## config.mk

```make
export PLATFORM = sky130hd
export DESIGN_NAME = exec_pipe_flat
export DESIGN_NICKNAME = d
export VERILOG_FILES = /design/src/hdl/pipe_pkg.sv /design/src/hdl/mem_bus_if.sv /design/src/hdl/exec_pipe.sv /design/src/flat_wrapper.sv
export VERILOG_INCLUDE_DIRS = /design/src /design/src/include
export SDC_FILE = /design/constraint.sdc
export NUM_CORES = 1
export LEC_CHECK = 0
export ABC_AREA = 0
export BUFFER_PORTS_ARGS = -buffer_cell sky130_fd_sc_hd__buf_2
export CORE_UTILIZATION = 57
export DETAILED_ROUTE_END_ITERATION = 10
export PLACE_DENSITY = 0.81
export SKIP_CTS_REPAIR_TIMING = 1
export SYNTH_ARGS = -nofsm -noshare
export SYNTH_HDL_FRONTEND = slang
export SYNTH_SLANG_ARGS = --single-unit
```

## constraint.sdc

```tcl
create_clock -name clk_i -period 4.2 [get_ports clk_i]
set_clock_uncertainty 0.15 [all_clocks]
set_input_delay 0 -clock clk_i [delete_from_list [all_inputs] [get_ports clk_i]]
set_output_delay 0 -clock clk_i [all_outputs]
set_load 0.005 [all_outputs]
```

## src/include/pipe_params.svh

```systemverilog
// Sizes shared by RTL and testbench; RAM and register counts must stay powers of two
`ifndef PIPE_PARAMS_SVH
`define PIPE_PARAMS_SVH

// Data and instruction word width
`define PIPE_XLEN 32

// Register count, x0 reads as zero
`define PIPE_NREGS 8

// RAM depth in words, shared by code and data
`define PIPE_RAM_WORDS 256

// Word address of the first fetch after start
`define PIPE_RESET_PC 0

`endif

```

## src/hdl/pipe_pkg.sv

```systemverilog
// Types for the four-stage core; instruction layouts assume NREGS of 8 and XLEN of 32
`default_nettype none

`include "pipe_params.svh"

package pipe_pkg;

  localparam int unsigned RF_AW  = $clog2(`PIPE_NREGS);
  localparam int unsigned RAM_AW = $clog2(`PIPE_RAM_WORDS);

  typedef logic [`PIPE_XLEN-1:0] word_t;
  typedef logic [RF_AW-1:0]      rf_addr_t;
  typedef logic [RAM_AW-1:0]     ram_addr_t;

  // Opcode sits in the top four bits of every instruction
  typedef enum logic [3:0] {
    OP_ADD  = 4'h1,
    OP_ADDI = 4'h2,
    OP_LW   = 4'h3,
    OP_SW   = 4'h4,
    OP_HALT = 4'hF
  } opcode_e;

  // Register-register layout
  typedef struct packed {
    opcode_e                          opcode;
    rf_addr_t                         rd;
    rf_addr_t                         rs1;
    rf_addr_t                         rs2;
    logic [`PIPE_XLEN-4-3*RF_AW-1:0]  unused;
  } r_fmt_t;

  // Immediate layout where SW takes its store data from the rd field
  typedef struct packed {
    opcode_e                             opcode;
    rf_addr_t                            rd;
    rf_addr_t                            rs1;
    logic [`PIPE_XLEN-4-2*RF_AW-16-1:0]  pad;
    logic signed [15:0]                  imm;
  } i_fmt_t;

  typedef union packed {
    r_fmt_t r_fmt;
    i_fmt_t i_fmt;
  } instr_u;

  // Operand source in ID
  typedef enum logic [1:0] {
    SEL_REGFILE = 2'b00,
    SEL_FW_EX   = 2'b01,
    SEL_FW_WB   = 2'b10
  } fw_sel_e;

  typedef struct packed {
    logic       instr_valid;
    ram_addr_t  pc;
    instr_u     instr;
  } if_id_t;

  typedef struct packed {
    logic      instr_valid;
    logic      rf_we;
    rf_addr_t  rf_waddr;
    logic      lsu_en;
    logic      lsu_we;
    word_t     op_a;
    word_t     op_b;
    word_t     store_data;
  } id_ex_t;

  typedef struct packed {
    logic      instr_valid;
    logic      rf_we;
    rf_addr_t  rf_waddr;
    logic      lsu_en;
    word_t     alu_result;
  } ex_wb_t;

  typedef struct packed {
    logic     load_stall;
    fw_sel_e  operand_a_fw_sel;
    fw_sel_e  operand_b_fw_sel;
  } ctrl_byp_t;

endpackage

`default_nettype wire

```

## src/hdl/mem_bus_if.sv

```systemverilog
// One requester's RAM port; requester holds req and payload until gnt, read data one cycle later
`timescale 1ns/100ps
`default_nettype none

interface mem_bus_if;
  import pipe_pkg::*;

  // Request side, held stable until granted
  logic       req;
  logic       we;
  ram_addr_t  addr;
  word_t      wdata;

  // Same-cycle grant, registered read data
  logic       gnt;
  word_t      rdata;

  modport requester (
    output req, we, addr, wdata,
    input  gnt, rdata
  );

  modport arbiter (
    input  req, we, addr, wdata,
    output gnt, rdata
  );

endinterface

`default_nettype wire

```

## src/hdl/exec_pipe.sv

```systemverilog
// ID, EX and WB stages; load/store must always win the RAM, undefined opcodes retire as no-ops
`timescale 1ns/100ps
`default_nettype none

`include "pipe_params.svh"

module exec_pipe (
  input  logic                 clk_i,
  input  logic                 rst_n_i,
  input  pipe_pkg::if_id_t     if_id_i,
  input  pipe_pkg::ctrl_byp_t  ctrl_byp_i,
  output pipe_pkg::id_ex_t     id_ex_o,
  output pipe_pkg::ex_wb_t     ex_wb_o,
  output logic [1:0]           rf_re_o,
  output pipe_pkg::rf_addr_t   rf_raddr_o [2],
  mem_bus_if.requester         bus,
  output logic                 retire_valid_o,
  output pipe_pkg::rf_addr_t   retire_rd_o,
  output pipe_pkg::word_t      retire_data_o,
  output logic                 retire_halt_o
);
  import pipe_pkg::*;

  instr_u    instr;
  opcode_e   opcode;
  rf_addr_t  rd_id;
  word_t     imm_sext;
  logic      writes_rd;
  logic      use_imm;
  logic      lsu_en_id;
  logic      lsu_we_id;
  logic      halt_id;
  logic      halt_ex_q;
  logic      halt_wb_q;
  fw_sel_e   fw_sel [2];
  word_t     operand [2];
  word_t     rf_q [`PIPE_NREGS];
  word_t     alu_result_ex;
  word_t     wb_data;

  ////////////////////////////////////////////////////////////
  // ID decode, both layouts of the same word
  ////////////////////////////////////////////////////////////

  assign instr    = if_id_i.instr;
  assign opcode   = instr.r_fmt.opcode;
  assign rd_id    = instr.i_fmt.rd;
  assign imm_sext = word_t'(instr.i_fmt.imm);

  always_comb begin
    rf_re_o       = 2'b00;
    rf_raddr_o[0] = instr.i_fmt.rs1;
    rf_raddr_o[1] = instr.r_fmt.rs2;
    writes_rd     = 1'b0;
    use_imm       = 1'b0;
    lsu_en_id     = 1'b0;
    lsu_we_id     = 1'b0;
    halt_id       = 1'b0;
    case (opcode)
      OP_ADD: begin
        rf_re_o   = 2'b11;
        writes_rd = 1'b1;
      end
      OP_ADDI: begin
        rf_re_o   = 2'b01;
        writes_rd = 1'b1;
        use_imm   = 1'b1;
      end
      OP_LW: begin
        rf_re_o   = 2'b01;
        writes_rd = 1'b1;
        use_imm   = 1'b1;
        lsu_en_id = 1'b1;
      end
      OP_SW: begin
        // Store data comes through read port 1 from rd
        rf_re_o       = 2'b11;
        rf_raddr_o[1] = rd_id;
        use_imm       = 1'b1;
        lsu_en_id     = 1'b1;
        lsu_we_id     = 1'b1;
      end
      OP_HALT: begin
        halt_id = 1'b1;
      end
      default: ;
    endcase
  end

  // Operand muxes, x0 reads zero
  assign fw_sel[0] = ctrl_byp_i.operand_a_fw_sel;
  assign fw_sel[1] = ctrl_byp_i.operand_b_fw_sel;

  always_comb begin
    for (int i = 0; i < 2; i++) begin
      case (fw_sel[i])
        SEL_FW_EX: operand[i] = alu_result_ex;
        SEL_FW_WB: operand[i] = wb_data;
        default:   operand[i] = (rf_raddr_o[i] == '0) ? '0 : rf_q[rf_raddr_o[i]];
      endcase
    end
  end

  ////////////////////////////////////////////////////////////
  // ID/EX and EX/WB registers
  ////////////////////////////////////////////////////////////

  always_ff @(posedge clk_i or negedge rst_n_i) begin
    if (!rst_n_i) begin
      id_ex_o   <= '0;
      ex_wb_o   <= '0;
      halt_ex_q <= 1'b0;
      halt_wb_q <= 1'b0;
    end else begin
      // Stall leaves a bubble in EX
      id_ex_o.instr_valid <= if_id_i.instr_valid && !ctrl_byp_i.load_stall;
      id_ex_o.rf_we       <= writes_rd && (|rd_id);
      id_ex_o.rf_waddr    <= rd_id;
      id_ex_o.lsu_en      <= lsu_en_id;
      id_ex_o.lsu_we      <= lsu_we_id;
      id_ex_o.op_a        <= operand[0];
      id_ex_o.op_b        <= use_imm ? imm_sext : operand[1];
      id_ex_o.store_data  <= operand[1];
      halt_ex_q           <= halt_id;

      ex_wb_o.instr_valid <= id_ex_o.instr_valid;
      ex_wb_o.rf_we       <= id_ex_o.rf_we;
      ex_wb_o.rf_waddr    <= id_ex_o.rf_waddr;
      ex_wb_o.lsu_en      <= id_ex_o.lsu_en;
      ex_wb_o.alu_result  <= alu_result_ex;
      halt_wb_q           <= halt_ex_q;
    end
  end

  ////////////////////////////////////////////////////////////
  // EX, ALU and memory request
  ////////////////////////////////////////////////////////////

  // Sum serves ADD, ADDI and the load/store address
  assign alu_result_ex = id_ex_o.op_a + id_ex_o.op_b;

  assign bus.req   = id_ex_o.instr_valid && id_ex_o.lsu_en;
  assign bus.we    = id_ex_o.lsu_we;
  assign bus.addr  = ram_addr_t'(alu_result_ex);
  assign bus.wdata = id_ex_o.store_data;

  ////////////////////////////////////////////////////////////
  // WB and retire
  ////////////////////////////////////////////////////////////

  // Load data returns the cycle after the EX grant
  assign wb_data = ex_wb_o.lsu_en ? bus.rdata : ex_wb_o.alu_result;

  always_ff @(posedge clk_i) begin
    if (ex_wb_o.instr_valid && ex_wb_o.rf_we) begin
      rf_q[ex_wb_o.rf_waddr] <= wb_data;
    end
  end

  // SW, HALT and x0 writes show rd and data as zero
  assign retire_valid_o = ex_wb_o.instr_valid;
  assign retire_rd_o    = ex_wb_o.rf_we ? ex_wb_o.rf_waddr : '0;
  assign retire_data_o  = ex_wb_o.rf_we ? wb_data : '0;
  assign retire_halt_o  = ex_wb_o.instr_valid && halt_wb_q;

  // Arbiter priority is what lets WB never wait
  a_lsu_granted : assert property (
    @(posedge clk_i) disable iff (!rst_n_i) bus.req |-> bus.gnt
  ) else $error("load/store request not granted");

endmodule

`default_nettype wire

```

## src/flat_wrapper.sv

```systemverilog
// flat-port wrapper written by rule: the top's interface ports become plain ports
module exec_pipe_flat import pipe_pkg::*;
  (clk_i, rst_n_i, if_id_i, ctrl_byp_i, id_ex_o, ex_wb_o, rf_re_o, rf_raddr_o, retire_valid_o, retire_rd_o, retire_data_o, retire_halt_o, bus_req, bus_we, bus_addr, bus_wdata, bus_gnt, bus_rdata);
  mem_bus_if bus_i ();
  input  logic clk_i;
  input  logic rst_n_i;
  input  pipe_pkg::if_id_t if_id_i;
  input  pipe_pkg::ctrl_byp_t ctrl_byp_i;
  output pipe_pkg::id_ex_t id_ex_o;
  output pipe_pkg::ex_wb_t ex_wb_o;
  output logic [1:0] rf_re_o;
  output pipe_pkg::rf_addr_t rf_raddr_o[2];
  output logic retire_valid_o;
  output pipe_pkg::rf_addr_t retire_rd_o;
  output pipe_pkg::word_t retire_data_o;
  output logic retire_halt_o;
  output wire logic [$bits(bus_i.req)-1:0] bus_req;
  output wire logic [$bits(bus_i.we)-1:0] bus_we;
  output wire logic [$bits(bus_i.addr)-1:0] bus_addr;
  output wire logic [$bits(bus_i.wdata)-1:0] bus_wdata;
  input wire logic [$bits(bus_i.gnt)-1:0] bus_gnt;
  input wire logic [$bits(bus_i.rdata)-1:0] bus_rdata;
  assign bus_req = bus_i.req;
  assign bus_we = bus_i.we;
  assign bus_addr = bus_i.addr;
  assign bus_wdata = bus_i.wdata;
  assign bus_i.gnt = bus_gnt;
  assign bus_i.rdata = bus_rdata;
  exec_pipe u_core (.clk_i(clk_i), .rst_n_i(rst_n_i), .if_id_i(if_id_i), .ctrl_byp_i(ctrl_byp_i), .id_ex_o(id_ex_o), .ex_wb_o(ex_wb_o), .rf_re_o(rf_re_o), .rf_raddr_o(rf_raddr_o), .bus(bus_i), .retire_valid_o(retire_valid_o), .retire_rd_o(retire_rd_o), .retire_data_o(retire_data_o), .retire_halt_o(retire_halt_o));
endmodule
```

==> impl_metrics.yaml, run 1 <==
setup_path:
  startpoint: "u_core.id_ex_o[32]"
  critPathCaptureType: "flip-flop"
  path_cells: "ha_1 -> fa_1 -> a21o_1 -> a221oi_1 -> o221ai_2 -> a41oi_1 -> o31ai_1 -> xor2_1 -> a221o_1 -> o21a_1"
  r2r_cells: 10
  r2r-end: "u_core.id_ex_o[56]"
  r2r_start: "u_core.id_ex_o[32]"
  cp_max_fo: 3
  cp.depth: 10
  cp.required_ns: 4.47
  crit_type: "reg -> reg"
  endpoint: "u_core.id_ex_o[56]"
  crit_slowest_cell: "a221oi_1"
  crit_buf_inv: 0
  ff2ff_setup_slack_ns: 0.51
  cpPeakStageDelay_ns: 0.62
  cp_data_arrival_time_ns: 3.96
  cp_top_family: "compound AO/OA/AOI/OAI gates"
  start_kind: "flip-flop"
sta:
  finalSetupViolations: 0
  rsz0062_at_grt: "false"
  worst_pin_slew_ns: 1.235
  final_hold_viol_count: 2
  period_needed_ns: 3.692
  tns_ns: 0
  setup_ws_ns: 0.5084
  relSlewSlack_pct: 17.39
  drv_slew: 0
  fin_hold_ws_ns: -0.01494
  post-route-period-util_pct: 87.90
  fmax_ghz: 0.2709
place:
  io_buffer_count: 296
  gp_congestion: 0.9903
  dp_cells: 2240
  place_area_mm2: 0.02038
  post-place-ws_ns: 0.6390
  dpl.hpwl_mm: 41.11
cells_and_area:
  n_antenna_cell: 0
  area_growth_pct: 17.82
  nets: 2015
  final_common_cell: "buf_2"
  final_core_util_pct: 68.14
  final_cells: 2368
  final_cell_mix: "buf_2, edfxtp_1, nand2_1"
  final_area_mm2: 0.02217
  drive_gt1_share_pct: 27.52
logic_synthesis:
  async_flop_share_pct: 38.96
  synth_cells: 1621
  synth_area_mm2: 0.01882
  synth_xor_area_share_pct: 1.396
  syn_nets: 1738
  synth.area.mux_share_pct: 10.44
  synth-simple-area-share_pct: 11.41
  postSynthAreaPerCell_um2: 11.61
  synth_ff_type: "edfxtp_1"
  ys_warn_count: 0
  synth-edff-count: 224
  synth-adder-area-share_pct: 2.434
  ys_seq_elements: 367
  ys_seq_area_share_pct: 54.76
  synth_top_family_by_area: "compound AO/OA/AOI/OAI gates"
  synth_compound_area_share_pct: 14.56
  synthDistinctLibCells: 86
global_route:
  first_global_vias: 14630
  antenna_found_initial: 2
  grt_pass1_wl_mm: 89.65
  gr-total-overflow: 0
  grt.total_usage_pct: 36.07
  grt_max_degree: 108
worst_hold_path:
  hp-class: "in -> reg"
floorplanning:
  ios: 309
  die_y_um: 183.7
  core_area_mm2: 0.03254
  die_area_mm2: 0.03374
  placementRows: 66
  start_util_pct: 57.83
  die_w_um: 183.7
clock_network:
  cts_tree: "built"
  clock_sinks: 367
  clkTransAtPathRegs_ns: 0.06
  clk_path_buf_depth: 3
  clkLatencyLatePin_ns: 0.54
  numCtsBuffers: 38
  htree_levels: 2
  cts_root_buffer: "clkbuf_16"
drt:
  post_drt_wl_per_cell_um: 26.58
  drt-vias-per-instance: 6.582
  route.final.wire_length_mm: 62.94
  drtIter0Drc: 2006
  vias: 15590
  first_pass_iters: 7
  drc: 0
  drtAntennaViolNets: 0
status:
  status: "complete, but fails checks"
  failed_checks: "hold timing"
power:
  ir_drop_uv: 300.1
  design_power_total_mw: 12.52
  pwr_density_cell_mw_per_mm2: 564.8
  power.leakage_nw: 9.194
run:
  maxCapViolations: 0
[worst min-delay path by stage]
stage	startpoint	endpoint	slack, ns	cells past startpoint
6_report	bus_rdata[20]	u_core.id_ex_o[52]	-0.01	5
5_1_grt	bus_rdata[20]	u_core.rf_q[4][20]	0.006	3
4_1_cts	if_id_i[26]	u_core.id_ex_o[99]	-0.52	1
3_5_place_dp	if_id_i[26]	u_core.id_ex_o[99]	0.03	1
3_3_place_gp	if_id_i[25]	u_core.id_ex_o[98]	0.03	1
2_1_floorplan	rst_n_i	u_core.bus.wdata[0]	-0.45	0
[cell usage after synthesis (10+ instances only)]
library cell,instances,share of area [%]
o211ai_1,15,0.60
mux2_2,76,4.5
nand2_1,215,4.3
inv_1,18,0.36
mux4_2,15,1.8
a221oi_1,44,2.0
a311oi_1,19,0.88
mux2i_1,70,3.7
o21a_1,12,0.48
a21oi_1,90,2.4
nor2b_1,12,0.40
o22ai_1,21,0.70
xor2_1,10,0.47
a21oi_2,15,0.70
and2_1,41,1.4
ha_1,35,2.3
xnor2_1,20,0.93
dfrtp_1,143,19
a21o_1,18,0.72
nor3_1,30,0.80
a22oi_1,36,1.4
o21ai_0,42,1.1
buf_4,47,1.9
buf_2,16,0.43
nor2_1,82,1.6
edfxtp_1,224,36
clkbuf_1,70,1.4
and3_1,33,1.1
nand3_1,20,0.53
buf_1,11,0.22
[area by class of cell]
cell class                 count  area, um2
clock buffer                  51       1051
clock inverter                17      135.1
fill                        2294      10370
inverter                      20      77.57
multi-input combinational   1079       7650
sequential                   367      10300
tap                          442      553.0
timing repair buffer         392       2399
[where the power goes]
part / internal (mW) / switching, mW
sequential: 4.57 / 0.352
clock: 1.83 / 1.41
combinational: 1.55 / 2.81
total: 7.95 / 4.57
[cells by family after synthesis]
family          after synthesis
fa+ha+maj                    36
compound gates              382
buf+inv                     175
mux                         166
xor+xnor                     30
simple gates                465
flops                       367
[tightest hold or removal path, stage by stage]
cell	delay [ns]
buf_2	0.08
mux2i_1	0.12
nor2b_1	0.21
a2111oi_0	0.10
nor2_1	0.11
[per-layer routing]
metal / global-route usage, % / up-vias / routed length, um
li1: - / 6567 / -
met1: 48.44 / 7691 / 23480
met2: 55.05 / 1124 / 28800
met3: 9.410 / 203 / 8031
met4: 16.50 / 2 / 2612
met5: 0 / - / 13
[registers in the layout, summed over array words and instances, names as in the netlist]
register               flops
u_core.rf_q              224
u_core.id_ex_o            70
u_core.ex_wb_o            37
u_core.bus.wdata          32
u_core.bus.we              1
u_core.halt_ex_q           1
u_core.halt_wb_q           1
u_core.retire_valid_o      1
Power figures use the tool's default switching activity.
==> run 2: changes to the inputs <==
--- a/config.mk
+++ b/config.mk
@@ -10,6 +10,7 @@
 export BUFFER_PORTS_ARGS = -buffer_cell sky130_fd_sc_hd__buf_2
 export CORE_UTILIZATION = 57
 export DETAILED_ROUTE_END_ITERATION = 10
+export HOLD_SLACK_MARGIN = 0.08
 export PLACE_DENSITY = 0.81
 export SKIP_CTS_REPAIR_TIMING = 1
 export SYNTH_ARGS = -nofsm -noshare
==> impl_metrics.yaml, run 2 (synthesized netlist as in run 1, its figures left out) <==
place:
  post-place-ws_ns: 0.6390
  gp_congestion: 0.9903
  io_buffer_count: 296
  dpl.hpwl_mm: 41.11
power:
  ir_drop_uv: 309.9
  pwr_density_cell_mw_per_mm2: 563.5
  power.leakage_nw: 9.219
setup_path:
  start_kind: "flip-flop"
  cp.required_ns: 4.45
  crit_type: "reg -> reg"
  cp_top_family: "compound AO/OA/AOI/OAI gates"
  crit_buf_inv: 0
  cpPeakStageDelay_ns: 0.62
  critPathCaptureType: "flip-flop"
  cp_data_arrival_time_ns: 3.96
  path_cells: "ha_1 -> fa_1 -> a21o_1 -> a221oi_1 -> o221ai_2 -> and2_4 -> a21boi_4 -> xnor2_1 -> a2111oi_0 -> nor2_1"
  cp_max_fo: 4
  crit_slowest_cell: "a221oi_1"
clock_network:
  numCtsBuffers: 38
  clock_sinks: 367
  cts_root_buffer: "clkbuf_16"
  htree_levels: 2
  clkTransAtPathRegs_ns: 0.06
  cts_tree: "built"
  clk_path_buf_depth: 3
  clkLatencyLatePin_ns: 0.54
cells_and_area:
  largestRegisters: "u_core.rf_q x224, u_core.id_ex_o x70, u_core.ex_wb_o x37"
  final_cell_mix: "buf_2, edfxtp_1, nand2_1"
  regMostFlops: "u_core.rf_q"
  drive_gt1_share_pct: 27.43
  final_common_cell: "buf_2"
  nFillCells: 2279
  nets: 2021
  n_antenna_cell: 0
  multi_input_area_mm2: 0.007650
  largest_reg_flops: 224
  area_growth_pct: 18.14
  seq_area_mm2: 0.01030
floorplanning:
  start_util_pct: 57.83
  ios: 309
  die_y_um: 183.7
  placementRows: 66
  die_w_um: 183.7
  core_area_mm2: 0.03254
  die_area_mm2: 0.03374
global_route:
  antenna_found_initial: 2
  grt.total_usage_pct: 36.07
  grt_max_degree: 108
  first_global_vias: 14630
  gr-total-overflow: 0
  grt_pass1_wl_mm: 89.65
sta:
  drv_slew: 0
  fmax_ghz: 0.2696
  setup_ws_ns: 0.4914
  finalSetupViolations: 0
  worst_pin_slew_ns: 1.231
  tns_ns: 0
  period_needed_ns: 3.709
  final_hold_viol_count: 0
  relSlewSlack_pct: 17.61
  rsz0062_at_grt: "false"
  post-route-period-util_pct: 88.30
drt:
  drtAntennaViolNets: 0
  route.final.wire_length_mm: 63.21
  vias: 15660
  drtIter0Drc: 1946
  post_drt_wl_per_cell_um: 26.62
  drt-vias-per-instance: 6.595
  drc: 0
  first_pass_iters: 7
status:
  status: "completed"
worst_hold_path:
  hp-class: "in -> async"
run:
  maxCapViolations: 0
==> run 2: metal layers <==
layer	part of all wire (%)	GRT usage, %	up-vias
li1	-	-	6576
met1	37	48.44	7680
met2	46	55.05	1195
met3	13	9.410	203
met4	4.0	16.50	2
met5	0.021	0	-
==> run 2: area by class of cell <==
cell class	instances	area share, %
repair buffers	398	11.06
clock buffers	51	4.728
well taps	442	2.488
inverters	20	0.3490
multi-input cells	1079	34.41
clock inverters	17	0.6079
flip-flops and latches	367	46.36
==> run 2: stage by stage <==
stage / hold WS (ns) / power (mW) / std cells / cell area (um2) / util, %
floorplan: -0.4456 / 7.437 / 1621 / 18820 / -
global placement: 0.03393 / 8.987 / 2240 / 20380 / 62.65
detailed placement: 0.03230 / 9.090 / 2240 / 20380 / 62.65
CTS: -0.5153 / 12.29 / 2308 / 21570 / 66.29
global route: 0.08926 / 12.94 / 2374 / 22230 / 68.32
finish: 0.03148 / 12.53 / 2374 / 22230 / 68.32
==> run 2: power by group <==
part / internal [mW] / total [mW] / switching, mW
combinational: 1.55 / 4.36 / 2.81
sequential: 4.57 / 4.92 / 0.350
clock: 1.83 / 3.24 / 1.41
==> run 2: path summary, 6_finish.rpt <==
path / from / endpoint / slack (ns) / cells past startpoint
worst max-delay path: u_core.id_ex_o[32] / u_core.id_ex_o[52] / 0.49 / 10
worst max register to register: u_core.id_ex_o[32] / u_core.id_ex_o[52] / 0.49 / 10
worst min-delay path: rst_n_i / u_core.id_ex_o[66] / 0.03 / 2
worst min register to register: u_core.halt_ex_q / u_core.halt_wb_q / 0.20 / 0
max in group asynchronous: rst_n_i / u_core.bus.wdata[28] / 2.78 / 3
min in group clk_i: if_id_i[22] / u_core.id_ex_o[64] / 0.07 / 5
==> run 3: changes to the inputs <==
--- a/config.mk
+++ b/config.mk
@@ -12,6 +12,7 @@
 export DETAILED_ROUTE_END_ITERATION = 10
 export HOLD_SLACK_MARGIN = 0.08
 export PLACE_DENSITY = 0.81
+export REMOVE_ABC_BUFFERS = 1
 export SKIP_CTS_REPAIR_TIMING = 1
 export SYNTH_ARGS = -nofsm -noshare
 export SYNTH_HDL_FRONTEND = slang
==> impl_metrics.yaml, run 3 (synthesized netlist as in run 1, its figures left out) <==
worst_hold_path:
  hold_start: "if_id_i[20]"
  hold_depth: 6
  worstHoldEndpoint: "u_core.bus.wdata[31]"
  hp-class: "in -> reg"
cells_and_area:
  nets: 2046
  area_growth_pct: 20.18
  final_cell_mix: "buf_2, edfxtp_1, nand2_1"
  regMostFlops: "u_core.rf_q"
  drive_gt1_share_pct: 27.81
  final_cells: 2402
  final_common_cell: "buf_2"
  largest_reg_flops: 224
  largestRegisters: "u_core.rf_q x224, u_core.id_ex_o x70, u_core.ex_wb_o x37"
  n_antenna_cell: 0
floorplanning:
  die_y_um: 183.7
  placementRows: 66
  core_area_mm2: 0.03254
  start_util_pct: 57.83
  ios: 309
  die_area_mm2: 0.03374
  die_w_um: 183.7
setup_path:
  path_cells: "ha_1 -> fa_1 -> a21o_1 -> a221o_1 -> a41oi_4 -> a31oi_4 -> a311oi_2 -> xnor2_1 -> a221oi_2 -> o31ai_1 -> dlygate4sd3_1"
  crit_slowest_cell: "dlygate4sd3_1"
  r2r-end: "u_core.id_ex_o[58]"
  cp_top_family: "compound AO/OA/AOI/OAI gates"
  cp_data_arrival_time_ns: 4.29
  critPathCaptureType: "flip-flop"
  r2r_start: "u_core.id_ex_o[32]"
  crit_buf_inv: 1
  crit_type: "reg -> reg"
  ff2ff_setup_slack_ns: 0.17
  r2r_cells: 11
  cpPeakStageDelay_ns: 0.56
  cp_max_fo: 3
  start_kind: "flip-flop"
  cp.required_ns: 4.46
drt:
  drtIter0Drc: 2122
  route.final.wire_length_mm: 61.31
  drt-vias-per-instance: 6.548
  first_pass_iters: 6
  vias: 15730
  drc: 0
  post_drt_wl_per_cell_um: 25.52
  drtAntennaViolNets: 0
power:
  ir_drop_uv: 339.9
  pwr_density_cell_mw_per_mm2: 562.2
  power.leakage_nw: 9.412
sta:
  final_hold_viol_count: 0
  setup_ws_ns: 0.1707
  worst_pin_slew_ns: 1.104
  post-route-period-util_pct: 95.93
  drv_slew: 0
  relSlewSlack_pct: 26.30
  finalSetupViolations: 0
  rsz0062_at_grt: "false"
  period_needed_ns: 4.029
  fin_hold_ws_ns: 0.06981
  fmax_ghz: 0.2482
global_route:
  grt.total_usage_pct: 34.80
  grt_pass1_wl_mm: 87.35
  gr-total-overflow: 0
  antenna_found_initial: 0
  grt_max_degree: 113
  first_global_vias: 14950
place:
  io_buffer_count: 296
  post-place-ws_ns: 0.8134
  dpl.hpwl_mm: 38.10
  gp_congestion: 0.9459
  dp_cells: 2248
clock_network:
  numCtsBuffers: 39
  clkTransAtPathRegs_ns: 0.06
  cts_root_buffer: "clkbuf_16"
  clkLatencyLatePin_ns: 0.54
  clk_path_buf_depth: 3
  clock_sinks: 367
  cts_tree: "built"
  htree_levels: 2
run:
  maxCapViolations: 0
status:
  status: "completed"
==> run 3: per-stage QoR <==
stage                     util, %  area, um2  total power, mW  TNS, ns
after floorplan                 -      17950            7.173   -2.378
after global placement      62.85      20450            8.776        0
after detailed placement    62.85      20450            8.890        0
after CTS                   66.97      21790            12.44        0
after global routing        69.50      22610            13.14        0
final                       69.50      22610            12.71        0
==> run 3: worst max-delay path by stage <==
stage | slack [ns] | depth (start not counted) | startpoint | end
2_1_floorplan | -0.34 | 8 | if_id_i[29] | u_core.id_ex_o[50]
3_3_place_gp | 0.88 | 10 | u_core.id_ex_o[32] | u_core.id_ex_o[58]
3_5_place_dp | 0.81 | 10 | u_core.id_ex_o[32] | u_core.id_ex_o[58]
4_1_cts | 0.79 | 10 | u_core.id_ex_o[32] | u_core.id_ex_o[58]
5_1_grt | 0.10 | 11 | u_core.id_ex_o[32] | u_core.id_ex_o[58]
6_report | 0.17 | 11 | u_core.id_ex_o[32] | u_core.id_ex_o[58]
==> run 3: cell type report <==
cell class                      instances  area, um2
Timing Repair Buffer                  422       2666
Clock buffer                           54       1134
Multi-Input combinational cell       1079       7670
Clock inverter                         18      207.7
Fill cell                            2264       9922
Tap cell                              442      553.0
Inverter                               20      77.57
Sequential cell                       367      10310
==> run 3: worst min-delay path: cells and delay by family <==
kind / cells / cell delay [ns]
compound gates: 3 / 0.42
buf+inv: 1 / 0.11
simple gates: 2 / 0.17
==> run 3: routing by layer <==
| layer | vias up | global-route usage, % | part of all wire, % |
|---|---|---|---|
| li1 | 6642 | - | - |
| met1 | 7610 | 45.49 | 37 |
| met2 | 1238 | 55.21 | 47 |
| met3 | 239 | 7.468 | 12 |
| met4 | 0 | 17.20 | 5.0 |
| met5 | - | 0 | 0 |
==> run 3: report_power, final <==
part / switching (mW) / leakage [nW] / total [mW] / internal [mW]
Clock: 1.44 / 0.664 / 3.59 / 2.14
Sequential: 0.301 / 3.74 / 4.87 / 4.57
Combinational: 2.66 / 5.01 / 4.26 / 1.59
