<file path="config.mk">
export PLATFORM = sky130hd
export DESIGN_NAME = fetch_unit_flat
export DESIGN_NICKNAME = d
export VERILOG_FILES = /design/src/hdl/pipe_pkg.sv /design/src/hdl/mem_bus_if.sv /design/src/hdl/fetch_unit.sv /design/src/flat_wrapper.sv
export VERILOG_INCLUDE_DIRS = /design/src /design/src/include
export SDC_FILE = /design/constraint.sdc
export NUM_CORES = 1
export LEC_CHECK = 0
export BUFFER_PORTS_ARGS = -buffer_cell sky130_fd_sc_hd__clkbuf_2
export CAP_MARGIN = 15
export CORE_MARGIN = 2
export CORE_UTILIZATION = 45
export CTS_CLUSTER_DIAMETER = 50
export DETAILED_ROUTE_END_ITERATION = 12
export PLACE_DENSITY = 0.69
export SETUP_SLACK_MARGIN = 0.1
export SLEW_MARGIN = 20
export SYNTH_ARGS = -nofsm -noshare
export SYNTH_HDL_FRONTEND = slang
export SYNTH_SLANG_ARGS = --single-unit
export TNS_END_PERCENT = 50
</file>
<file path="constraint.sdc">
create_clock -name clk_i -period 1.24 [get_ports clk_i]
set_clock_uncertainty 0.15 [all_clocks]
set_input_delay 0 -clock clk_i [delete_from_list [all_inputs] [get_ports clk_i]]
set_output_delay 0 -clock clk_i [all_outputs]
set_load 0.02 [all_outputs]
</file>
<file path="src/include/pipe_params.svh">
// Sizes shared by RTL and testbench; RAM and register counts must stay powers of two
`ifndef PIPE_PARAMS_SVH
`define PIPE_PARAMS_SVH

// Data and instruction word width
`define PIPE_XLEN 32

// Register count, x0 reads as zero
`define PIPE_NREGS 8

// RAM depth in words, shared by code and data
`define PIPE_RAM_WORDS 256

// Word address of the first fetch after start
`define PIPE_RESET_PC 0

`endif

</file>
<file path="src/hdl/pipe_pkg.sv">
// Types for the four-stage core; instruction layouts assume NREGS of 8 and XLEN of 32
`default_nettype none

`include "pipe_params.svh"

package pipe_pkg;

  localparam int unsigned RF_AW  = $clog2(`PIPE_NREGS);
  localparam int unsigned RAM_AW = $clog2(`PIPE_RAM_WORDS);

  typedef logic [`PIPE_XLEN-1:0] word_t;
  typedef logic [RF_AW-1:0]      rf_addr_t;
  typedef logic [RAM_AW-1:0]     ram_addr_t;

  // Opcode sits in the top four bits of every instruction
  typedef enum logic [3:0] {
    OP_ADD  = 4'h1,
    OP_ADDI = 4'h2,
    OP_LW   = 4'h3,
    OP_SW   = 4'h4,
    OP_HALT = 4'hF
  } opcode_e;

  // Register-register layout
  typedef struct packed {
    opcode_e                          opcode;
    rf_addr_t                         rd;
    rf_addr_t                         rs1;
    rf_addr_t                         rs2;
    logic [`PIPE_XLEN-4-3*RF_AW-1:0]  unused;
  } r_fmt_t;

  // Immediate layout where SW takes its store data from the rd field
  typedef struct packed {
    opcode_e                             opcode;
    rf_addr_t                            rd;
    rf_addr_t                            rs1;
    logic [`PIPE_XLEN-4-2*RF_AW-16-1:0]  pad;
    logic signed [15:0]                  imm;
  } i_fmt_t;

  typedef union packed {
    r_fmt_t r_fmt;
    i_fmt_t i_fmt;
  } instr_u;

  // Operand source in ID
  typedef enum logic [1:0] {
    SEL_REGFILE = 2'b00,
    SEL_FW_EX   = 2'b01,
    SEL_FW_WB   = 2'b10
  } fw_sel_e;

  typedef struct packed {
    logic       instr_valid;
    ram_addr_t  pc;
    instr_u     instr;
  } if_id_t;

  typedef struct packed {
    logic      instr_valid;
    logic      rf_we;
    rf_addr_t  rf_waddr;
    logic      lsu_en;
    logic      lsu_we;
    word_t     op_a;
    word_t     op_b;
    word_t     store_data;
  } id_ex_t;

  typedef struct packed {
    logic      instr_valid;
    logic      rf_we;
    rf_addr_t  rf_waddr;
    logic      lsu_en;
    word_t     alu_result;
  } ex_wb_t;

  typedef struct packed {
    logic     load_stall;
    fw_sel_e  operand_a_fw_sel;
    fw_sel_e  operand_b_fw_sel;
  } ctrl_byp_t;

endpackage

`default_nettype wire

</file>
<file path="src/hdl/mem_bus_if.sv">
// One requester's RAM port; requester holds req and payload until gnt, read data one cycle later
`timescale 1ns/100ps
`default_nettype none

interface mem_bus_if;
  import pipe_pkg::*;

  // Request side, held stable until granted
  logic       req;
  logic       we;
  ram_addr_t  addr;
  word_t      wdata;

  // Same-cycle grant, registered read data
  logic       gnt;
  word_t      rdata;

  modport requester (
    output req, we, addr, wdata,
    input  gnt, rdata
  );

  modport arbiter (
    input  req, we, addr, wdata,
    output gnt, rdata
  );

endinterface

`default_nettype wire

</file>
<file path="src/hdl/fetch_unit.sv">
// One fetch in flight at a time; words returned after HALT are dropped, start_i ignored while running
`timescale 1ns/100ps
`default_nettype none

`include "pipe_params.svh"

module fetch_unit (
  input  logic                 clk_i,
  input  logic                 rst_n_i,
  input  logic                 start_i,
  input  logic                 retire_halt_i,
  input  pipe_pkg::ctrl_byp_t  ctrl_byp_i,
  mem_bus_if.requester         bus,
  output pipe_pkg::if_id_t     if_id_o,
  output logic                 halted_o
);
  import pipe_pkg::*;

  logic       running_q;
  logic       halt_seen_q;
  logic       pending_q;
  logic       skid_valid_q;
  logic       start_ok;
  logic       halt_back;
  ram_addr_t  pc_q;
  ram_addr_t  pend_pc_q;
  if_id_t     skid_q;
  if_id_t     fetched;

  assign start_ok = start_i && !running_q;

  // Fetch is read only
  assign bus.req   = running_q && !halt_seen_q;
  assign bus.we    = 1'b0;
  assign bus.addr  = pc_q;
  assign bus.wdata = '0;

  // Word coming back from last cycle's grant
  assign fetched.instr_valid = pending_q && !halt_seen_q;
  assign fetched.pc          = pend_pc_q;
  assign fetched.instr       = bus.rdata;

  assign halt_back = fetched.instr_valid && (fetched.instr.r_fmt.opcode == OP_HALT);

  ////////////////////////////////////////////////////////////
  // PC and run control
  ////////////////////////////////////////////////////////////

  always_ff @(posedge clk_i or negedge rst_n_i) begin
    if (!rst_n_i) begin
      running_q   <= 1'b0;
      halt_seen_q <= 1'b0;
      pending_q   <= 1'b0;
      halted_o    <= 1'b0;
      pc_q        <= ram_addr_t'(`PIPE_RESET_PC);
      pend_pc_q   <= ram_addr_t'(`PIPE_RESET_PC);
    end else begin
      pending_q <= bus.gnt;
      pend_pc_q <= pc_q;
      // A lost grant just holds the PC
      if (bus.gnt) begin
        pc_q <= pc_q + 1'b1;
      end
      if (halt_back) begin
        halt_seen_q <= 1'b1;
      end
      if (start_ok) begin
        running_q   <= 1'b1;
        halted_o    <= 1'b0;
        halt_seen_q <= 1'b0;
        pc_q        <= ram_addr_t'(`PIPE_RESET_PC);
      end else if (retire_halt_i) begin
        running_q <= 1'b0;
        halted_o  <= 1'b1;
      end
    end
  end

  ////////////////////////////////////////////////////////////
  // IF/ID register with one skid entry
  ////////////////////////////////////////////////////////////

  // A stall only happens with a load in EX, which owns the RAM,
  // so at most one word lands in the skid per stall
  always_ff @(posedge clk_i or negedge rst_n_i) begin
    if (!rst_n_i) begin
      if_id_o      <= '0;
      skid_q       <= '0;
      skid_valid_q <= 1'b0;
    end else if (ctrl_byp_i.load_stall) begin
      if (fetched.instr_valid) begin
        skid_q       <= fetched;
        skid_valid_q <= 1'b1;
      end
    end else begin
      if_id_o      <= skid_valid_q ? skid_q : fetched;
      skid_valid_q <= 1'b0;
    end
  end

endmodule

`default_nettype wire

</file>
<file path="src/flat_wrapper.sv">
// flat-port wrapper written by rule: the top's interface ports become plain ports
module fetch_unit_flat import pipe_pkg::*;
  (clk_i, rst_n_i, start_i, retire_halt_i, ctrl_byp_i, if_id_o, halted_o, bus_req, bus_we, bus_addr, bus_wdata, bus_gnt, bus_rdata);
  mem_bus_if bus_i ();
  input  logic clk_i;
  input  logic rst_n_i;
  input  logic start_i;
  input  logic retire_halt_i;
  input  pipe_pkg::ctrl_byp_t ctrl_byp_i;
  output pipe_pkg::if_id_t if_id_o;
  output logic halted_o;
  output wire logic [$bits(bus_i.req)-1:0] bus_req;
  output wire logic [$bits(bus_i.we)-1:0] bus_we;
  output wire logic [$bits(bus_i.addr)-1:0] bus_addr;
  output wire logic [$bits(bus_i.wdata)-1:0] bus_wdata;
  input wire logic [$bits(bus_i.gnt)-1:0] bus_gnt;
  input wire logic [$bits(bus_i.rdata)-1:0] bus_rdata;
  assign bus_req = bus_i.req;
  assign bus_we = bus_i.we;
  assign bus_addr = bus_i.addr;
  assign bus_wdata = bus_i.wdata;
  assign bus_i.gnt = bus_gnt;
  assign bus_i.rdata = bus_rdata;
  fetch_unit u_core (.clk_i(clk_i), .rst_n_i(rst_n_i), .start_i(start_i), .retire_halt_i(retire_halt_i), .ctrl_byp_i(ctrl_byp_i), .bus(bus_i), .if_id_o(if_id_o), .halted_o(halted_o));
endmodule
</file>
==> results of run 1 <==
## cells in the mapped netlist
| cell type | count |
|---|---|
| nor2b_1 | 1 |
| nor2_1 | 9 |
| nand3_1 | 2 |
| and3_1 | 1 |
| buf_2 | 2 |
| nand2_1 | 43 |
| o21ai_0 | 45 |
| nand2_4 | 1 |
| clkbuf_1 | 9 |
| nand2b_1 | 1 |
| a31oi_1 | 1 |
| nor2b_4 | 1 |
| mux2i_1 | 42 |
| dfrtp_1 | 103 |
| buf_4 | 38 |
| a21oi_1 | 3 |
| xor2_1 | 3 |
| o21a_1 | 1 |
| conb_1 | 1 |
| nand4_1 | 4 |
| or3_1 | 3 |
| buf_6 | 4 |
| xnor2_1 | 1 |
| ha_1 | 1 |
| inv_1 | 1 |
| mux2_2 | 1 |
| mux2_4 | 39 |
## worst min-delay path by stage
stage / start / endpoint / slack (ns) / cells after the start
final: rst_n_i / u_core.skid_q[19]$_DFFE_PN0P_ / -0.05 / 2
after global routing: rst_n_i / u_core.skid_q[19]$_DFFE_PN0P_ / -0.03 / 2
after CTS: rst_n_i / u_core.skid_q[19]$_DFFE_PN0P_ / -0.05 / 2
after detailed placement: rst_n_i / u_core.if_id_o[19]$_DFFE_PN0N_ / -0.19 / 1
after global placement: rst_n_i / u_core.skid_q[15]$_DFFE_PN0P_ / -0.19 / 1
after floorplan: rst_n_i / u_core.bus.addr[0]$_DFFE_PN0P_ / -0.45 / 0
## cells by family after synthesis
kind of cell / share of synthesized area (%)
AOI/OAI and AO/OA: 5.56
buffers and inverters: 8.27
adders and majority gates: 0.274
other: 0.0820
xor gates and xnor gates: 0.767
muxes: 22.3
and+or+nand+nor: 6.41
DFF: 56.4
## power by group through the flow
| stage | clock (mW) | combinational (mW) | sequential, mW |
|---|---|---|---|
| after floorplan | 0 | 1.02 | 4.49 |
| after global placement | 0 | 1.85 | 4.24 |
| after detailed placement | 0 | 1.90 | 4.26 |
| after CTS | 2.22 | 2.20 | 4.20 |
| after global routing | 2.35 | 2.42 | 4.29 |
| final | 2.14 | 2.24 | 4.22 |
## registers in the layout, summed over array words and instances, names as in the netlist
signal               count
u_core.pend_pc_q         8
u_core.running_q         1
u_core.if_id_o          41
u_core.skid_q           41
u_core.pending_q         1
u_core.bus.addr          8
u_core.skid_valid_q      1
u_core.halt_seen_q       1
u_core.halted_o          1
## layer usage
layer	vias to the layer above	global-route usage (%)	routed length (um)
met1	1482	24.4	4390
met4	0	6.19	142
met5	-	0	0
li1	1463	-	-
met3	12	3.87	469
met2	94	26.2	4180
## timing repair
| item | CTS | global route |
|---|---|---|
| hold buffers | 37 | 3 |
| gates resized for setup | 68 | 24 |
| cloned | 0 | 0 |
| buffers inserted | 5 | 0 |
| setup endpoints to repair | 96 | 100 |
| pin swaps | 22 | 12 |
| endpoints found under the hold margin | 182 | 32 |
## metrics by stage
stage / setup TNS, ns / worst slack (ns)
2_1_floorplan: -4.18 / -0.104
3_3_place_gp: -6.03 / -0.156
3_5_place_dp: -6.51 / -0.178
4_1_cts: -7.18 / -0.190
5_1_grt: -9.14 / -0.225
6_report: -6.45 / -0.172
## area by class of cell
class,instances,area [um2],area share (%)
sequential,103,2590,42.5
multi-input combinational,236,1810,29.8
timing repair buffer,160,1320,21.6
tap,133,166,2.74
clock buffer,12,145,2.39
clock inverter,4,53.8,0.885
inverter,1,3.75,0.0617
## worst max-delay path: stages, from the launching register on
cell	delay, ns
dfrtp_1	0.42
nor2b_4	0.14
nand2_4	0.12
buf_12	0.18
mux2_4	0.29
==> load_flow_metrics.sql, run 1 <==
INSERT INTO impl_metrics (metric_group, metric, value, unit) VALUES
('route', 'vias', '3051', ''),
('cells_and_area', 'layout-area-overhead-vs-synth', '33.1', '%'),
('route', 'first_pass_iters', '6', ''),
('sta', 'finalHoldViolCount', '27', ''),
('worst_setup_path', 'critPathLaunchType', 'flop', ''),
('cells_and_area', 'final_design_area_no_fill', '6080', 'um2'),
('yosys', 'seq_area_frac_synth', '56.4', '%'),
('power_and_ir_drop', 'power_report.internal_total', '6.03', 'mW'),
('floorplan', 'floorplan.initialDensity', '46.5', '%'),
('route', 'drt_iter0_markers', '130', ''),
('cells_and_area', 'layout_common_cells', '96 x dfrtp_1, 78 x clkbuf_2, 42 x nand2_1, 41 x o21ai_1, 39 x mux2_4', ''),
('yosys', 'synth.top_cells.by_area', 'dfrtp_1 56%, mux2_4 13%, mux2i_1 9.2%', ''),
('place', 'port-buffer-count', '88', ''),
('worst_setup_path', 'worstRegToRegCells', '4', ''),
('cells_and_area', 'layout.cells.non_filler', '649', ''),
('worst_setup_path', 'crit_end', 'u_core.skid_q[30]$_DFFE_PN0P_', ''),
('sta', 'fin_crit_sh', '114', '%'),
('sta', 'worstMarginPinSlew', '0.537', 'ns'),
('floorplan', 'die-height', '105', 'um'),
('floorplan', 'core_box_area', '9820', 'um2'),
('cts', 'worstSkewPairLatency', '0.37', 'ns'),
('place', 'detailedPlacementHpwl', '5910', 'um'),
('worst_hold_path', 'worstHoldPathType', 'in2async', ''),
('yosys', 'postSynthRegisterBits', '103', ''),
('power_and_ir_drop', 'power_per_cell_area', '1410', 'nW/um2'),
('worst_setup_path', 'worstReg2RegEnd', 'u_core.skid_q[30]$_DFFE_PN0P_', ''),
('yosys', 'synth.cell_area', '4570', 'um2'),
('cells_and_area', 'antennaDiodeCount', '0', ''),
('global_route', 'number_of_antenna_violations_at_the_first_check_in_global_routing', '0', ''),
('cts', 'cts-root-to-sink-buffers', '2', ''),
('cts', 'clock_tree_root_buffer_cell', 'clkbuf_8', ''),
('cells_and_area', 'drive_gt1_share', '38.0', '%'),
('power_and_ir_drop', 'p_seq_share', '49.1', '%'),
('cts', 'clock_tree_from_tritoncts', 'built', ''),
('run_status', 'run_status', 'complete, but fails checks', ''),
('route', 'routed_via_density', '4.70', ''),
('power_and_ir_drop', 'peakVddDrop', '883', 'uV'),
('power_and_ir_drop', 'power.static_leakage', '3.02', 'nW'),
('yosys', 'synth_largest_area_cell', 'dfrtp_1', ''),
('cts', 'clock_pin_slew_on_the_worst_setup_and_hold_paths', '0.09', 'ns'),
('sta', 'whs', '-0.0502', 'ns'),
('power_and_ir_drop', 'totalPowerFinal', '8.60', 'mW'),
('floorplan', 'ioPinCount', '126', ''),
('route', 'post-route-drc-count', '0', ''),
('floorplan', 'die_x', '105', 'um'),
('place', 'gp_congestion', '0.774', ''),
('worst_setup_path', 'timing_worst_setup_path_type', 'reg2reg', ''),
('cells_and_area', 'nFillCells', '818', ''),
('route', 'antenna_violating_nets_post_route', '0', ''),
('cells_and_area', 'nNetsFinal', '554', ''),
('global_route', 'gr-usage-all-layers', '17.2', '%'),
('global_route', 'global_route_wire_length_before_repair', '15100', 'um'),
('yosys', 'synthesis.instances', '361', ''),
('sta', 'timing_limited_maximum_frequency', '0.708', 'GHz'),
('yosys', 'synth_cell_types', '27', ''),
('worst_setup_path', 'worstPathMaxFanout', '10', ''),
('cts', 'tritoncts_buffer_count', '9', ''),
('run_status', 'violations', 'negative hold slack, negative setup slack', ''),
('sta', 'finalSetupViolations', '46', ''),
('worst_setup_path', 'critical_path_launch_point', 'u_core.halt_seen_q$_DFFE_PN0P_', ''),
('sta', 'worst_slack', '-0.172', 'ns'),
('global_route', 'grt_overflow', '0', ''),
('cells_and_area', 'mostFrequentLayoutCell', 'dfrtp_1', ''),
('sta', 'grt_setup_unrepaired', 'true', ''),
('floorplan', 'num_rows', '36', ''),
('global_route', 'grt_start_max_net_pins', '58', ''),
('power_and_ir_drop', 'p_sw_share', '29.9', '%'),
('yosys', 'postSynthAreaPerCell', '12.7', 'um2'),
('sta', 'period_minus_ws_final', '1.41', 'ns'),
('route', 'wire_per_inst', '14.1', 'um'),
('place', 'place_inst', '588', '');
(Power assumes the default switching activity.)
==> run 2: changes to the inputs <==
CORE_ASPECT_RATIO = 1.4   (was default)
==> run 2 against run 1 <==
Net effect:
- the run still ends with negative hold slack, negative setup slack left
- non-clock buffer count down 6
- clock power up 30%
- cell count down 0.62%
- sequential share of layout area up 0.096 points
- worst hold slack better by 0.039 ns
- wire length up 2.0%
- final area down 0.23%
- critical path type unchanged
- critical endpoint is now u_core.skid_q[6]$_DFFE_PN0P_
==> load_flow_metrics.sql, run 2 (synthesis results as in run 1) <==
INSERT INTO impl_metrics (metric_group, metric, value, unit) VALUES
('run_status', 'run_status', 'complete, but fails checks', ''),
('run_status', 'violations', 'negative hold slack, negative setup slack', ''),
('place', 'detailedPlacementHpwl', '5920', 'um'),
('worst_setup_path', 'worstPathMaxFanout', '18', ''),
('place', 'port-buffer-count', '88', ''),
('cts', 'clock_pin_slew_on_the_worst_setup_and_hold_paths', '0.07', 'ns'),
('cells_and_area', 'biggestRegsByFlops', 'u_core.if_id_o: 41 flops, u_core.skid_q: 41 flops', ''),
('floorplan', 'floorplan.initialDensity', '46.2', '%'),
('sta', 'timing_limited_maximum_frequency', '0.718', 'GHz'),
('cells_and_area', 'mostFrequentLayoutCell', 'dfrtp_1', ''),
('floorplan', 'core_box_area', '9900', 'um2'),
('global_route', 'global_route_wire_length_before_repair', '15200', 'um'),
('sta', 'whs', '-0.0112', 'ns'),
('worst_setup_path', 'slowest_stage', 'dfrtp_1', ''),
('sta', 'fin_crit_sh', '112', '%'),
('cts', 'worstSkewPairLatency', '0.35', 'ns'),
('floorplan', 'die_area', '11000', 'um2'),
('worst_setup_path', 'largest_incremental_delay_on_the_critical_path', '0.41', 'ns'),
('global_route', 'via_count_of_the_first_global_routing_pass', '3056', ''),
('global_route', 'grt_overflow', '0', ''),
('global_route', 'number_of_antenna_violations_at_the_first_check_in_global_routing', '0', ''),
('worst_setup_path', 'critPathLaunchType', 'flop', ''),
('worst_setup_path', 'crit_buf_inv', '1', ''),
('sta', 'finalHoldViolCount', '9', ''),
('cells_and_area', 'layout_common_cells', '96 x dfrtp_1, 82 x clkbuf_2, 42 x nand2_1, 40 x mux2_4, 39 x mux2i_1', ''),
('route', 'post-route-drc-count', '0', ''),
('cts', 'cts-root-to-sink-buffers', '2', ''),
('route', 'wire_per_inst', '14.5', 'um'),
('sta', 'timing.setup.tns', '-6.88', 'ns'),
('cells_and_area', 'fin_util', '61.3', '%'),
('global_route', 'gr-usage-all-layers', '18.2', '%'),
('job', 'drv.max_cap_violation_count', '0', ''),
('sta', 'worst_slack', '-0.153', 'ns'),
('cells_and_area', 'nFillCells', '808', ''),
('route', 'finalWirelength', '9370', 'um'),
('cells_and_area', 'drive_gt1_share', '36.7', '%'),
('floorplan', 'die-height', '123', 'um'),
('floorplan', 'ioPinCount', '126', ''),
('route', 'antenna_violating_nets_post_route', '0', ''),
('sta', 'finalSetupViolations', '63', ''),
('cts', 'clock_sink_count', '103', ''),
('worst_setup_path', 'critical_path_required', '1.32', 'ns'),
('worst_hold_path', 'worstHoldPathType', 'in2async', ''),
('route', 'routed_via_density', '4.71', ''),
('place', 'pre_cts_ws', '-0.164', 'ns'),
('place', 'post_dp_cell_area', '5230', 'um2'),
('worst_setup_path', 'internal_reg_to_reg_setup_slack', '-0.15', 'ns'),
('cts', 'cts_max_level', '3', ''),
('worst_setup_path', 'endpoint_kind', 'flop', ''),
('floorplan', 'die_x', '89.2', 'um'),
('place', 'gp_congestion', '0.762', ''),
('cells_and_area', 'layout-area-overhead-vs-synth', '32.8', '%'),
('cts', 'clock_tree_from_tritoncts', 'built', ''),
('power_and_ir_drop', 'peakVddDrop', '833', 'uV'),
('cells_and_area', 'final_design_area_no_fill', '6070', 'um2'),
('worst_setup_path', 'cell_class_contributing_the_biggest_share_of_worst_path_delay', 'flip-flops', ''),
('worst_setup_path', 'series_of_cell_instances_along_the_critical_path', 'nor2b_4 -> nand2_4 -> buf_12 -> mux2_4', ''),
('route', 'drt_iter0_markers', '149', ''),
('cells_and_area', 'nNetsFinal', '548', ''),
('cells_and_area', 'antennaDiodeCount', '0', ''),
('sta', 'maxSlewViolCount', '0', ''),
('global_route', 'grt_start_max_net_pins', '84', ''),
('sta', 'period_minus_ws_final', '1.39', 'ns'),
('power_and_ir_drop', 'power.static_leakage', '3.02', 'nW'),
('worst_setup_path', 'cp.arrival', '1.47', 'ns'),
('route', 'vias', '3039', ''),
('route', 'first_pass_iters', '6', ''),
('sta', 'grt_setup_unrepaired', 'true', ''),
('cts', 'tritoncts_buffer_count', '9', ''),
('cts', 'clock_tree_root_buffer_cell', 'clkbuf_16', ''),
('floorplan', 'num_rows', '43', ''),
('power_and_ir_drop', 'power_per_cell_area', '1520', 'nW/um2'),
('worst_setup_path', 'timing_worst_setup_path_type', 'reg2reg', '');
==> run 2: where the power goes <==
part           total, mW  switching (mW)  internal (mW)
Combinational       2.20            1.07           1.13
Clock               2.79            1.22           1.57
Sequential          4.24           0.365           3.87
==> run 2: final timing paths <==
check                                                      to  cells past startpoint                            from
worst max-delay path             u_core.skid_q[6]$_DFFE_PN0P_                      4  u_core.halt_seen_q$_DFFE_PN0P_
worst min-delay path            u_core.skid_q[28]$_DFFE_PN0P_                      2                         rst_n_i
worst max register to register   u_core.skid_q[6]$_DFFE_PN0P_                      4  u_core.halt_seen_q$_DFFE_PN0P_
worst min register to register  u_core.pend_pc_q[7]$_DFF_PN0_                      0  u_core.bus.addr[7]$_DFFE_PN0P_
max in group asynchronous       u_core.if_id_o[5]$_DFFE_PN0N_                      3                         rst_n_i
min in group clk_i              u_core.skid_q[40]$_DFFE_PN0P_                      4                   ctrl_byp_i[4]
==> run 2: what timing repair did <==
| action | 4_1_cts | 5_1_grt |
|---|---|---|
| hold endpoints to repair | 179 | 0 |
| pin swaps | 5 | 10 |
| hold buffers | 37 | 0 |
| cloned | 2 | 0 |
| gates resized for setup | 34 | 29 |
| setup buffers | 2 | 2 |
| endpoints found under the setup margin | 93 | 96 |
==> run 2: final cells by class <==
cell class / instances / area [um2] / area share (%)
flip-flops and latches: 103 / 2590 / 42.6
multi-input cells: 236 / 1780 / 29.4
repair buffers: 154 / 1240 / 20.4
clock buffers: 11 / 233 / 3.84
well taps: 135 / 169 / 2.78
clock inverters: 5 / 57.6 / 0.948
inverters: 1 / 3.75 / 0.0619
==> run 2: per-stage QoR <==
step / total power [mW] / instances / hold slack [ns]
finish: 9.23 / 645 / -0.0112
global route: 9.69 / 645 / 0.0288
CTS: 9.26 / 643 / -0.00597
detailed placement: 6.15 / 586 / -0.172
global placement: 6.10 / 586 / -0.169
floorplan: 5.51 / 393 / -0.446
==> run 2: worst reg2reg max path, delay by kind of cell (launching register included) <==
kind	cells	cell delay, ns
DFF	1	0.41
muxes	1	0.32
and+or+nand+nor	2	0.23
buffers and inverters	1	0.17
==> run 2: layer usage <==
layer / wire [um] / track usage (%) / part of all wire, % / vias to the layer above
li1: - / - / - / 1450
met1: 3930 / 23.3 / 42 / 1489
met2: 4880 / 30.1 / 52 / 88
met3: 370 / 3.54 / 3.9 / 12
met4: 185 / 7.46 / 2.0 / 0
met5: 0 / 0 / 0 / -
==> run 3: changes to the inputs <==
RECOVER_POWER = 100   (was default)
==> run 3 against run 2 <==
Net effect:
- the run ends with negative setup slack left
- clock power is essentially flat
- clock-buffer cell count unchanged
- register-to-register slack hardly changed
- sequential cell count did not move
- die area stayed put
- sequential power is essentially flat
==> load_flow_metrics.sql, run 3 (synthesis results as in run 1) <==
INSERT INTO impl_metrics (metric_group, metric, value, unit) VALUES
('run_status', 'run_status', 'complete, but fails checks', ''),
('run_status', 'violations', 'negative setup slack', ''),
('route', 'finalWirelength', '9390', 'um'),
('route', 'drt_iter0_markers', '151', ''),
('floorplan', 'num_rows', '43', ''),
('cells_and_area', 'layout.cells.non_filler', '645', ''),
('route', 'route.met3.wl', '395', 'um'),
('sta', 'finalHoldViolCount', '0', ''),
('worst_setup_path', 'cp.arrival', '1.47', 'ns'),
('floorplan', 'die_area', '11000', 'um2'),
('route', 'vias', '3028', ''),
('cells_and_area', 'multiInputGateArea', '1780', 'um2'),
('route', 'wire_per_inst', '14.6', 'um'),
('worst_setup_path', 'crit_end', 'u_core.skid_q[1]$_DFFE_PN0P_', ''),
('route', 'met2WireLength', '4840', 'um'),
('floorplan', 'die_x', '89.2', 'um'),
('sta', 'grt_setup_unrepaired', 'true', ''),
('route', 'highest_layer', 'met4', ''),
('cells_and_area', 'mostFrequentLayoutCell', 'dfrtp_1', ''),
('worst_hold_path', 'worstHoldPathType', 'in2reg', ''),
('sta', 'worst_slack', '-0.152', 'ns'),
('worst_setup_path', 'critical_path_launch_point', 'u_core.halt_seen_q$_DFFE_PN0P_', ''),
('sta', 'finalSetupViolations', '63', ''),
('cts', 'clock_tree_root_buffer_cell', 'clkbuf_16', ''),
('sta', 'relSlewSlack', '48.4', '%'),
('place', 'pre_cts_ws', '-0.164', 'ns'),
('worst_setup_path', 'endpoint_kind', 'flop', ''),
('floorplan', 'core_box_area', '9900', 'um2'),
('power_and_ir_drop', 'power.static_leakage', '2.85', 'nW'),
('global_route', 'gr-usage-all-layers', '18.2', '%'),
('global_route', 'global_route_wire_length_before_repair', '15200', 'um'),
('cells_and_area', 'layout_common_cells', '96 x dfrtp_1, 52 x clkbuf_1, 42 x nand2_1, 40 x mux2_4, 39 x mux2i_1', ''),
('cells_and_area', 'biggestRegsByFlops', 'u_core.if_id_o: 41 flops, u_core.skid_q: 41 flops', ''),
('global_route', 'grt_start_max_net_pins', '84', ''),
('sta', 'worstMarginPinSlew', '0.774', 'ns'),
('cts', 'worstSkewPairLatency', '0.35', 'ns'),
('worst_setup_path', 'critical_path_required', '1.32', 'ns'),
('cts', 'clock_sink_count', '103', ''),
('route', 'first_pass_iters', '4', ''),
('worst_setup_path', 'crit-reg2reg-launch', 'u_core.halt_seen_q$_DFFE_PN0P_', ''),
('sta', 'timing_limited_maximum_frequency', '0.719', 'GHz'),
('floorplan', 'floorplan.initialDensity', '46.2', '%'),
('sta', 'maxSlewViolCount', '0', ''),
('global_route', 'grt_overflow', '0', ''),
('power_and_ir_drop', 'peakVddDrop', '828', 'uV'),
('worst_setup_path', 'worstRegToRegCells', '4', ''),
('global_route', 'via_count_of_the_first_global_routing_pass', '3056', ''),
('power_and_ir_drop', 'power_per_cell_area', '1540', 'nW/um2'),
('worst_setup_path', 'timing_worst_setup_path_type', 'reg2reg', ''),
('worst_setup_path', 'critPathLaunchType', 'flop', ''),
('worst_setup_path', 'internal_reg_to_reg_setup_slack', '-0.15', 'ns'),
('cts', 'clock_pin_slew_on_the_worst_setup_and_hold_paths', '0.07', 'ns'),
('place', 'gp_congestion', '0.762', ''),
('cts', 'cts_max_level', '3', ''),
('sta', 'period_minus_ws_final', '1.39', 'ns'),
('global_route', 'number_of_antenna_violations_at_the_first_check_in_global_routing', '0', ''),
('worst_setup_path', 'worstPathMaxFanout', '18', ''),
('cells_and_area', 'antennaDiodeCount', '0', ''),
('cts', 'tritoncts_buffer_count', '9', ''),
('floorplan', 'die-height', '123', 'um'),
('place', 'port-buffer-count', '88', ''),
('worst_setup_path', 'worstReg2RegEnd', 'u_core.skid_q[1]$_DFFE_PN0P_', ''),
('cts', 'clock_tree_from_tritoncts', 'built', ''),
('cts', 'cts-root-to-sink-buffers', '2', ''),
('cells_and_area', 'drive_gt1_share', '26.9', '%'),
('cells_and_area', 'layout-area-overhead-vs-synth', '30.5', '%'),
('floorplan', 'ioPinCount', '126', ''),
('sta', 'fin_crit_sh', '112', '%'),
('cells_and_area', 'seq_area', '2590', 'um2'),
('place', 'place_inst', '586', ''),
('place', 'detailedPlacementHpwl', '5920', 'um'),
('cells_and_area', 'nNetsFinal', '548', ''),
('route', 'post-route-drc-count', '0', ''),
('route', 'wl_met1', '3960', 'um'),
('worst_hold_path', 'worstHoldStart', 'ctrl_byp_i[4]', ''),
('cells_and_area', 'nFillCells', '846', ''),
('route', 'antenna_violating_nets_post_route', '0', ''),
('job', 'drv.max_cap_violation_count', '0', ''),
('route', 'routed_via_density', '4.69', '');
==> run 3: cell count changes in the layout (fill, tap and decap cells not counted) <==
cell / change
clkbuf_2: -44
buf_6: +2
clkbuf_1: +50
buf_2: -1
buf_12: -3
buf_4: -7
clkbuf_4: +3
==> run 3: worst min path at each step <==
| stage | to | depth (start not counted) | slack (ns) |
|---|---|---|---|
| 2_1_floorplan | u_core.bus.addr[0]$_DFFE_PN0P_ | 0 | -0.45 |
| 3_3_place_gp | u_core.skid_q[28]$_DFFE_PN0P_ | 1 | -0.17 |
| 3_5_place_dp | u_core.skid_q[28]$_DFFE_PN0P_ | 1 | -0.17 |
| 4_1_cts | u_core.skid_q[28]$_DFFE_PN0P_ | 2 | -0.006 |
| 5_1_grt | u_core.skid_q[40]$_DFFE_PN0P_ | 4 | 0.03 |
| 6_report | u_core.skid_q[40]$_DFFE_PN0P_ | 4 | 0.01 |
==> run 3: power by group <==
part           internal, mW  total, mW  switching, mW
combinational          1.06       2.14           1.07
sequential             3.87       4.24          0.363
clock                  1.57       2.79           1.22
==> run 3: final cells by class <==
| class | count | share of cell area (%) |
|---|---|---|
| flip-flops and latches | 103 | 43.4 |
| multi-input cells | 236 | 29.9 |
| repair buffers | 154 | 19.0 |
| clock buffers | 11 | 3.90 |
| well taps | 135 | 2.83 |
| clock inverters | 5 | 0.965 |
| inverters | 1 | 0.0629 |
==> run 3: timing repair <==
action | 4_1_cts | 5_1_grt
endpoints found under the setup margin | 93 | 96
buffers inserted | 2 | 2
cloned | 2 | 0
hold buffers | 37 | 0
endpoints found under the hold margin | 179 | 0
pin swaps | 5 | 10
gates resized for setup | 34 | 29
==> run 3: worst max-delay path, cell delays in order (launching register included) <==
cell	delay, ns
dfrtp_1	0.41
nor2b_4	0.15
nand2_4	0.08
buf_12	0.17
mux2_4	0.31
==> run 3: through the flow <==
stage	area (um2)	total power, mW	utilization [%]	setup TNS (ns)	hold WS [ns]
5_1_grt	5960	9.62	60.2	-10.58	0.0316
4_1_cts	6030	9.26	60.9	-6.99	-0.00597
3_3_place_gp	5230	6.10	52.8	-4.92	-0.169
3_5_place_dp	5230	6.15	52.8	-5.57	-0.172
6_report	5960	9.16	60.2	-6.89	0.0126
2_1_floorplan	4720	5.51	-	-4.18	-0.446
==> run 3: layer usage <==
layer,global-route usage [%],vias to the layer above
met5,0,-
met2,30.1,87
li1,-,1451
met3,3.54,14
met1,23.3,1476
met4,7.46,0
